===== src/hw/memStagePkg.sv =====
`default_nettype none

package memStagePkg;

    localparam int dataWidth = 32;
    localparam int memWords  = 64;  // data memory depth in words

    typedef logic [dataWidth-1:0] word_t;
    typedef logic [4:0]           regAddr_t;
    typedef logic [4:0]           cp0Addr_t;
    typedef logic [4:0]           excCode_t;
    typedef logic [5:0]           intVec_t;   // hardware interrupt lines

    // cp0 register numbers
    localparam cp0Addr_t cp0BadVAddr = 5'd8;
    localparam cp0Addr_t cp0Status   = 5'd12;
    localparam cp0Addr_t cp0Cause    = 5'd13;
    localparam cp0Addr_t cp0Epc      = 5'd14;

    // Cause.ExcCode values
    localparam excCode_t excInt  = 5'd0;
    localparam excCode_t excAdEL = 5'd4;
    localparam excCode_t excAdES = 5'd5;
    localparam excCode_t excSys  = 5'd8;
    localparam excCode_t excBp   = 5'd9;
    localparam excCode_t excRI   = 5'd10;
    localparam excCode_t excOv   = 5'd12;

    typedef enum logic [2:0] {loadNone, loadB, loadBU, loadH, loadHU, loadW} loadKind_e;
    typedef enum logic [1:0] {storeNone, storeB, storeH, storeW} storeKind_e;
    typedef enum logic [1:0] {selAlu, selMem, selCp0} wbSel_e;
    typedef enum logic [1:0] {trapNone, trapException, trapEret} trapKind_e;

    // raised before the memory stage
    typedef struct packed {
        logic fetchAdEL;
        logic reserved;
        logic overflow;
        logic syscall;
        logic breakpoint;
        logic eret;
    } exceptFlags_t;

    typedef struct packed {
        word_t        pc;
        word_t        aluOut;
        word_t        storeData;
        regAddr_t     dst;
        logic         regWrite;
        loadKind_e    loadKind;
        storeKind_e   storeKind;
        wbSel_e       wbSel;
        logic         cp0Write;     // mtc0
        cp0Addr_t     cp0Addr;      // mtc0/mfc0 register number
        logic         isBranch;
        exceptFlags_t exceptFlags;
    } exeMemBundle_t;

    typedef struct packed {
        word_t    pc;
        word_t    result;
        regAddr_t dst;
        logic     regWrite;
    } memWbBundle_t;

    typedef struct packed {
        logic [7:0] im;
        logic       ie;
        logic       exl;
        logic [7:0] ipPending;  // Cause.IP, hw and sw
    } cp0Status_t;

    typedef struct packed {
        logic     take;         // exception, not eret
        logic     eret;
        excCode_t code;
        word_t    pc;
        word_t    badAddr;
        logic     hasBadAddr;
        logic     inDelaySlot;
    } trapEvent_t;

endpackage

`default_nettype wire


===== src/hw/memStageReg.sv =====
`default_nettype none

module memStageReg (
    input  logic                       clk,
    input  logic                       reset,
    input  logic                       memFlush,
    input  logic                       memWr,
    input  memStagePkg::exeMemBundle_t exeIn,
    output memStagePkg::exeMemBundle_t memPipe,
    output logic                       inDelaySlot
);

    // an all-zero bundle is a bubble with no write, store or flags
    always_ff @(posedge clk) begin
        if (reset || memFlush) begin
            memPipe <= '0;
        end else if (memWr) begin
            memPipe <= exeIn;
        end
    end

    // remembers whether the instruction being replaced was a branch,
    // so the incoming one sits in its delay slot
    always_ff @(posedge clk) begin
        if (reset || memFlush) begin
            inDelaySlot <= 1'b0;    // handler entry is never a delay slot
        end else if (memWr) begin
            inDelaySlot <= memPipe.isBranch;
        end
    end

endmodule

`default_nettype wire


===== src/hw/dataMemPort.sv =====
`default_nettype none

module dataMemPort (
    input  logic                    clk,
    input  memStagePkg::word_t      addr,
    input  memStagePkg::word_t      storeData,
    input  memStagePkg::loadKind_e  loadKind,
    input  memStagePkg::storeKind_e storeKind,
    input  logic                    storeCommit,
    output memStagePkg::word_t      loadData,
    output logic                    loadAddrError,
    output logic                    storeAddrError
);
    import memStagePkg::*;

    word_t mem [memWords];

    logic [$clog2(memWords)-1:0] wordIdx;
    word_t      rdWord;
    logic [7:0] rdByte;
    logic [15:0] rdHalf;
    logic [3:0] byteEn;
    word_t      wrWord;

    assign wordIdx = addr[$clog2(memWords)+1:2];

    // alignment: words on 4, halves on 2
    assign loadAddrError = (loadKind == loadW && addr[1:0] != 2'b00) ||
                           ((loadKind == loadH || loadKind == loadHU) && addr[0]);
    assign storeAddrError = (storeKind == storeW && addr[1:0] != 2'b00) ||
                            (storeKind == storeH && addr[0]);

    // lane enables and replicated write data
    always_comb begin
        byteEn = 4'b0000;
        wrWord = storeData;
        case (storeKind)
            storeB: begin
                byteEn = 4'b0001 << addr[1:0];
                wrWord = {4{storeData[7:0]}};
            end
            storeH: begin
                byteEn = addr[1] ? 4'b1100 : 4'b0011;
                wrWord = {2{storeData[15:0]}};
            end
            storeW: begin
                byteEn = 4'b1111;
            end
            default: ;
        endcase
    end

    always_ff @(posedge clk) begin
        if (storeCommit) begin
            for (int lane = 0; lane < 4; lane++) begin
                if (byteEn[lane]) begin
                    mem[wordIdx][8*lane +: 8] <= wrWord[8*lane +: 8];
                end
            end
        end
    end

    // combinational read
    assign rdWord = mem[wordIdx];
    assign rdByte = rdWord[8*addr[1:0] +: 8];
    assign rdHalf = addr[1] ? rdWord[31:16] : rdWord[15:0];

    always_comb begin
        case (loadKind)
            loadB:   loadData = {{24{rdByte[7]}}, rdByte};
            loadBU:  loadData = {24'b0, rdByte};
            loadH:   loadData = {{16{rdHalf[15]}}, rdHalf};
            loadHU:  loadData = {16'b0, rdHalf};
            loadW:   loadData = rdWord;
            default: loadData = '0;
        endcase
    end

    // commit comes from the top after trap ranking
    assert property (@(posedge clk) !(storeCommit && storeAddrError))
        else $error("misaligned store committed to memory");

endmodule

`default_nettype wire


===== src/hw/exceptionUnit.sv =====
`default_nettype none

module exceptionUnit (
    input  memStagePkg::exeMemBundle_t memPipe,
    input  logic                       inDelaySlot,
    input  logic                       loadAddrError,
    input  logic                       storeAddrError,
    input  memStagePkg::cp0Status_t    status,
    output memStagePkg::trapEvent_t    trap,
    output logic                       regWriteFinal,
    output logic                       idFlush,
    output logic                       exeFlush,
    output logic                       memFlushOut,
    output memStagePkg::trapKind_e     trapKind
);
    import memStagePkg::*;

    logic     valid;
    logic     intPending;
    logic     take;
    logic     doEret;
    excCode_t code;
    word_t    badAddr;
    logic     hasBadAddr;

    assign valid      = (memPipe != '0);   // bubbles never trap
    assign intPending = |(status.ipPending & status.im) && status.ie && !status.exl;

    // highest ranked cause wins
    always_comb begin
        take       = 1'b0;
        code       = excInt;
        badAddr    = '0;
        hasBadAddr = 1'b0;
        if (valid) begin
            take = 1'b1;
            if (intPending) begin
                code = excInt;
            end else if (memPipe.exceptFlags.fetchAdEL) begin
                code       = excAdEL;
                badAddr    = memPipe.pc;
                hasBadAddr = 1'b1;
            end else if (memPipe.exceptFlags.reserved) begin
                code = excRI;
            end else if (memPipe.exceptFlags.overflow) begin
                code = excOv;
            end else if (memPipe.exceptFlags.syscall) begin
                code = excSys;
            end else if (memPipe.exceptFlags.breakpoint) begin
                code = excBp;
            end else if (loadAddrError || storeAddrError) begin
                code       = loadAddrError ? excAdEL : excAdES;
                badAddr    = memPipe.aluOut;   // data address
                hasBadAddr = 1'b1;
            end else begin
                take = 1'b0;
            end
        end
    end

    assign doEret = valid && !take && memPipe.exceptFlags.eret;

    assign trap = '{take: take, eret: doEret, code: code, pc: memPipe.pc,
                    badAddr: badAddr, hasBadAddr: hasBadAddr, inDelaySlot: inDelaySlot};

    always_comb begin
        if (take) begin
            trapKind = trapException;
        end else if (doEret) begin
            trapKind = trapEret;
        end else begin
            trapKind = trapNone;
        end
    end

    assign regWriteFinal = memPipe.regWrite && !take && !doEret;
    assign idFlush       = take || doEret;
    assign exeFlush      = take || doEret;
    assign memFlushOut   = take || doEret;

    always_comb begin
        assert final (valid || trapKind == trapNone)
            else $error("trap raised on a bubble");
    end

endmodule

`default_nettype wire


===== src/hw/cp0Regs.sv =====
`default_nettype none

module cp0Regs (
    input  logic                    clk,
    input  logic                    reset,
    input  memStagePkg::intVec_t    interrupt,
    input  logic                    memWr,
    input  memStagePkg::cp0Addr_t   rdAddr,
    input  logic                    wrEnable,
    input  memStagePkg::word_t      wrData,
    input  memStagePkg::trapEvent_t trap,
    output memStagePkg::word_t      rdData,
    output memStagePkg::cp0Status_t status,
    output memStagePkg::word_t      epc
);
    import memStagePkg::*;

    // Status
    logic [7:0] statusIm;
    logic       statusExl;
    logic       statusIe;
    // Cause
    logic       causeBd;
    logic [5:0] causeIpHw;  // IP7..2
    logic [1:0] causeIpSw;  // IP1..0
    excCode_t   causeExc;
    word_t      epcReg;
    word_t      badVAddr;

    logic mtc0Go;

    // mtc0 loses to any trap in the same cycle
    assign mtc0Go = wrEnable && memWr && !trap.take && !trap.eret;

    always_ff @(posedge clk) begin
        if (reset) begin
            causeIpHw <= '0;
        end else begin
            causeIpHw <= interrupt;     // sampled every cycle
        end
    end

    always_ff @(posedge clk) begin
        if (reset) begin
            statusIm  <= '0;
            statusExl <= 1'b1;
            statusIe  <= 1'b0;
            causeBd   <= 1'b0;
            causeIpSw <= '0;
            causeExc  <= excInt;
            epcReg    <= '0;
            badVAddr  <= '0;
        end else if (memWr) begin
            if (trap.take) begin
                statusExl <= 1'b1;
                causeBd   <= trap.inDelaySlot;
                causeExc  <= trap.code;
                // restart at the branch when in a delay slot
                epcReg    <= trap.inDelaySlot ? trap.pc - 32'd4 : trap.pc;
                if (trap.hasBadAddr) begin
                    badVAddr <= trap.badAddr;
                end
            end else if (trap.eret) begin
                statusExl <= 1'b0;
            end else if (mtc0Go) begin
                case (rdAddr)
                    cp0Status: begin
                        statusIm  <= wrData[15:8];
                        statusExl <= wrData[1];
                        statusIe  <= wrData[0];
                    end
                    cp0Cause: causeIpSw <= wrData[9:8];
                    cp0Epc:   epcReg    <= wrData;
                    default: ;  // BadVAddr is read only
                endcase
            end
        end
    end

    // mfc0 read, same register number port as mtc0
    always_comb begin
        case (rdAddr)
            cp0Status:   rdData = {16'b0, statusIm, 6'b0, statusExl, statusIe};
            cp0Cause:    rdData = {causeBd, 15'b0, causeIpHw, causeIpSw, 1'b0, causeExc, 2'b0};
            cp0Epc:      rdData = epcReg;
            cp0BadVAddr: rdData = badVAddr;
            default:     rdData = '0;
        endcase
    end

    assign status = '{im: statusIm, ie: statusIe, exl: statusExl,
                      ipPending: {causeIpHw, causeIpSw}};
    assign epc    = epcReg;

endmodule

`default_nettype wire


===== src/hw/memStage.sv =====
`default_nettype none

module memStage (
    input  logic                       clk,
    input  logic                       reset,
    input  logic                       memFlush,
    input  logic                       memWr,
    input  memStagePkg::intVec_t       interrupt,
    input  memStagePkg::exeMemBundle_t exeIn,
    output memStagePkg::memWbBundle_t  wbOut,
    output memStagePkg::word_t         forwardData,
    output logic                       idFlush,
    output logic                       exeFlush,
    output logic                       memFlushOut,
    output memStagePkg::trapKind_e     trapKind,
    output memStagePkg::word_t         epc
);
    import memStagePkg::*;

    exeMemBundle_t memPipe;
    logic          inDelaySlot;
    word_t         loadData;
    logic          loadAddrError;
    logic          storeAddrError;
    logic          storeCommit;
    cp0Status_t    cp0Status;
    trapEvent_t    trap;
    logic          regWriteFinal;
    word_t         cp0RdData;
    word_t         result;

    memStageReg uMemStageReg (
        .clk         (clk),
        .reset       (reset),
        .memFlush    (memFlush),
        .memWr       (memWr),
        .exeIn       (exeIn),
        .memPipe     (memPipe),
        .inDelaySlot (inDelaySlot)
    );

    // store only when nothing traps and the stage is not stalled
    assign storeCommit = (memPipe.storeKind != storeNone) && (trapKind == trapNone) && memWr;

    dataMemPort uDataMemPort (
        .clk            (clk),
        .addr           (memPipe.aluOut),
        .storeData      (memPipe.storeData),
        .loadKind       (memPipe.loadKind),
        .storeKind      (memPipe.storeKind),
        .storeCommit    (storeCommit),
        .loadData       (loadData),
        .loadAddrError  (loadAddrError),
        .storeAddrError (storeAddrError)
    );

    exceptionUnit uExceptionUnit (
        .memPipe        (memPipe),
        .inDelaySlot    (inDelaySlot),
        .loadAddrError  (loadAddrError),
        .storeAddrError (storeAddrError),
        .status         (cp0Status),
        .trap           (trap),
        .regWriteFinal  (regWriteFinal),
        .idFlush        (idFlush),
        .exeFlush       (exeFlush),
        .memFlushOut    (memFlushOut),
        .trapKind       (trapKind)
    );

    cp0Regs uCp0Regs (
        .clk       (clk),
        .reset     (reset),
        .interrupt (interrupt),
        .memWr     (memWr),
        .rdAddr    (memPipe.cp0Addr),
        .wrEnable  (memPipe.cp0Write),
        .wrData    (memPipe.aluOut),    // mtc0 operand comes through the alu
        .trap      (trap),
        .rdData    (cp0RdData),
        .status    (cp0Status),
        .epc       (epc)
    );

    always_comb begin
        case (memPipe.wbSel)
            selMem:  result = loadData;
            selCp0:  result = cp0RdData;   // mfc0
            default: result = memPipe.aluOut;
        endcase
    end

    assign forwardData = result;    // bypass to execute
    assign wbOut = '{pc: memPipe.pc, result: result, dst: memPipe.dst, regWrite: regWriteFinal};

endmodule

`default_nettype wire


===== config.mk =====
export PLATFORM = sky130hd
export DESIGN_NAME = memStage
export DESIGN_NICKNAME = d
export VERILOG_FILES = /design/src/hw/memStagePkg.sv /design/src/hw/memStageReg.sv /design/src/hw/dataMemPort.sv /design/src/hw/exceptionUnit.sv /design/src/hw/cp0Regs.sv /design/src/hw/memStage.sv
export SDC_FILE = /design/constraint.sdc
export NUM_CORES = 2
export LEC_CHECK = 0
export ABC_AREA = 0
export BUFFER_PORTS_ARGS = -buffer_cell sky130_fd_sc_hd__buf_2
export CORE_MARGIN = 2
export CORE_UTILIZATION = 40
export DETAILED_ROUTE_END_ITERATION = 10
export GPL_TIMING_DRIVEN = 0
export REMOVE_ABC_BUFFERS = 1
export SYNTH_ARGS = -nofsm -noshare
export SYNTH_HDL_FRONTEND = slang
export SYNTH_SLANG_ARGS = --single-unit

===== constraint.sdc =====
create_clock -name clk -period 4.3 [get_ports clk]
set_input_delay 0.43 -clock clk [delete_from_list [all_inputs] [get_ports clk]]
set_output_delay 0.43 -clock clk [all_outputs]
set_load 0.05 [all_outputs]

==> results.json <==
{
  "p_leak_nw": 35.9,
  "synth_edf_count": 2048,
  "outcome": "finished, violations left",
  "crit_path_frequent_cell": "mux4_2",
  "worst_pin_slew_ns": 1.51,
  "grt_pass1_wl_microns": 413000,
  "root_buffer": "clkbuf_16",
  "avgSynthCellArea_sq_um": 18.4,
  "clkSlewWorstSetupHoldPaths_ns": 0.06,
  "h-tree-depth": 4,
  "cts_buffer_depth": 3,
  "cts_sinks": 2264,
  "combPwrFrac_pct": 6.5,
  "worstSetupStartpointType": "register",
  "critPathArrivalTime_ns": 4.71,
  "max_freq_mhz": 194,
  "final_cell_mix": "2,048 x edfxtp_1, 573 x mux4_2, 248 x mux2i_1, 242 x nor2_1, 228 x clkbuf_16",
  "synth_area_leaders": "edfxtp_1 67%, mux4_2 14%, dfxtp_1 4.7%",
  "synth_flop_cell": "edfxtp_1",
  "final_net_count": 5717,
  "ys_types": 74,
  "synth_top_cell_by_area": "edfxtp_1",
  "cp.required_ns": 3.87,
  "clock_power_share_pct": 41.4,
  "dieHeight_microns": 483,
  "syn_inst": 4971,
  "swShare_pct": 22.7,
  "core_area_sq_um": 227000,
  "firstDrtPassIters": 11,
  "drt_drc_violations_left": 62,
  "grt_pass1_vias": 51400,
  "end_kind": "primary output",
  "max-cap-violations": 1,
  "drv_slew": 5,
  "cp_slowest_cell": "mux4_2",
  "cts_buffers": 222,
  "routed_wl_microns": 306000,
  "setup_violations": 400,
  "slew_headroom_pct": -2.04,
  "wire_per_inst_microns": 34.8,
  "vias_per_cell": 6.09,
  "p_per_area_nw_per_um2": 411,
  "hold_violations": 0,
  "timing.final.crit_share_pct": 120,
  "dieWidth_microns": 483,
  "grt_usage_pct": 25.6,
  "final_common_cell": "edfxtp_1",
  "grt-ovfl-total": 0,
  "clkLatencyLatePin_ns": 0.90,
  "synth-seq-area-share_pct": 71.8,
  "critical_path.max_stage_delay_ns": 0.65,
  "portBuffers": 270,
  "gp_congestion": 0.924,
  "syn_area_sq_um": 91600,
  "min_period_ns": 5.14,
  "hp-class": "primary input to register",
  "critPathKind": "register to primary output",
  "grt_max_degree": 89,
  "dpl_cell_area_sq_um": 96900,
  "setup_slack_ns": -0.842,
  "layout-drive-gt1-share_pct": 35.9,
  "yosys_register_bits": 2264,
  "synthArstFlopShare_pct": 0,
  "grt_antenna_before_repair": 11,
  "rsz0062_at_grt": "true",
  "cts_tree": "yes",
  "initial_core_util_pct": 40.3,
  "sequentialPowerShare_pct": 52.1,
  "crit_chain": "buf_16 -> buf_4 -> bufbuf_16 -> mux4_2 -> mux4_2 -> mux4_2 -> and2_4 -> a211oi_4 -> o221ai_4 -> buf_6",
  "hpwlAfterDp_microns": 183000,
  "die-area_sq_um": 233000,
  "critPathMaxFanout": 13,
  "switching_power_mw": 10.5,
  "area_growth_pct": 23.1,
  "clock_skew_ns": 0.0599,
  "io_pins": 271,
  "violations": "design-rule violations, max-capacitance violations, max-slew violations, negative setup slack",
  "ant_nets": 0,
  "row_count": 175,
  "drt_iter0_drc": 7872,
  "irDropWorstVdd_uv": 361,
  "final_area_sq_um": 113000,
  "hold_slack_ns": 0.0828,
  "yosysWarnings": 0,
  "yosys.area.top_type_share_pct": 67.1,
  "internal_power_mw": 35.8,
  "num_vias": 53500
}
## per-stage QoR
stage / util (%) / power [mW] / instances / setup WS (ns) / setup TNS, ns
finish: 49.6 / 46.4 / 8780 / -0.842 / -53.96
global placement: 41.5 / 27.5 / 7863 / -38.39 / -
detailed placement: 42.6 / 26.9 / 7958 / -2.28 / -3381.74
CTS: 48.6 / 46.3 / 8660 / -0.855 / -286.38
global route: 49.6 / 47.4 / 8774 / -0.826 / -52.34
floorplan: - / 26.2 / 4584 / -23.49 / -2401.97
## logic make-up after synthesis
kind of cell / after synthesis / share of synthesized area [%]
AO/OA/AOI/OAI: 414 / 3.17
XOR/XNOR: 29 / 0.277
adder cells (fa/ha/maj): 10 / 0.134
buffers and inverters: 422 / 2.64
flip-flops: 2264 / 71.8
multiplexers: 874 / 17.4
AND/OR/NAND/NOR: 958 / 4.51
## worst max-delay path: cells and delay by family, from the launching register on
kind	cells	cell delay, ns
compound gates	2	0.55
buf+inv	4	1.00
flops	1	0.41
mux	3	1.59
simple gates	1	0.23
## path summary, 6_finish.rpt
kind	cells after the start	endpoint	slack, ns	start
worst max-delay path	10	wbOut[30]	-0.84	register
worst min-delay path	3	uMemStageReg.memPipe[113]	0.08	memWr
worst max register to register	14	uDataMemPort.mem[3][14]	-0.08	uMemStageReg.memPipe[19]
worst min register to register	2	uCp0Regs.badVAddr[24]	0.45	uCp0Regs.badVAddr[24]
## final cells by class
cell class	count	area (sq um)
fillers	18200	115000
flip-flops and latches	2264	65900
multi-input cells	2287	26600
repair buffers	766	9190
clock buffers	281	5890
well taps	3009	3760
clock inverters	131	1210
inverters	35	194
diodes	7	17.5
## power by group through the flow
stage	clock, mW	combinational, mW	sequential [mW]
CTS	19.3	2.80	24.1
global placement	0	2.60	24.9
global route	20.2	3.09	24.1
floorplan	0	1.51	24.7
finish	19.2	3.02	24.1
detailed placement	0	2.29	24.6
## repair_timing
action,CTS,global route
gates resized for setup,682,244
buffers inserted,116,111
setup endpoints to repair,2192,2149
hold buffers,129,0
pin swaps,64,79
gates cloned,47,7
hold endpoints to repair,146,0
## flip-flops by register name, indices dropped and copies added (netlist names), named ones only
signal,count
uCp0Regs.statusIe,1
uMemStageReg.inDelaySlot,1
uCp0Regs.causeIpSw,2
uCp0Regs.causeIpHw,6
uCp0Regs.causeBd,1
uMemStageReg.memPipe,122
uCp0Regs.causeExc,4
uCp0Regs.epc,32
uCp0Regs.statusExl,1
uDataMemPort.mem,2048
uCp0Regs.badVAddr,32
uCp0Regs.statusIm,8
## routing by layer
layer	wire [microns]	part of all wire, %	track usage [%]	up-vias
li1	-	-	-	21200
met1	112000	37	33.6	28100
met2	141000	46	39.7	3449
met3	33900	11	6.22	712
met4	18200	5.9	13.3	8
met5	142	0.046	0	-
## Yosys cell counts, drive strengths merged, types with 10 or more instances
master	number
and3	12
edfxtp	2048
buf	253
mux2i	262
o221ai	21
o22ai	35
a22o	41
nor3	34
nor3b	11
dfxtp	216
a211oi	37
nor2	487
nand4	11
or3	10
xor2	17
clkbuf	134
inv	32
and2	21
a21oi	94
mux4	573
nor2b	20
nand3	54
o21ai	34
a22oi	57
nor4	28
a31oi	17
xnor2	12
nand2	234
mux2	39
nand2b	16
No activity file was read; power rests on OpenSTA's default activity.
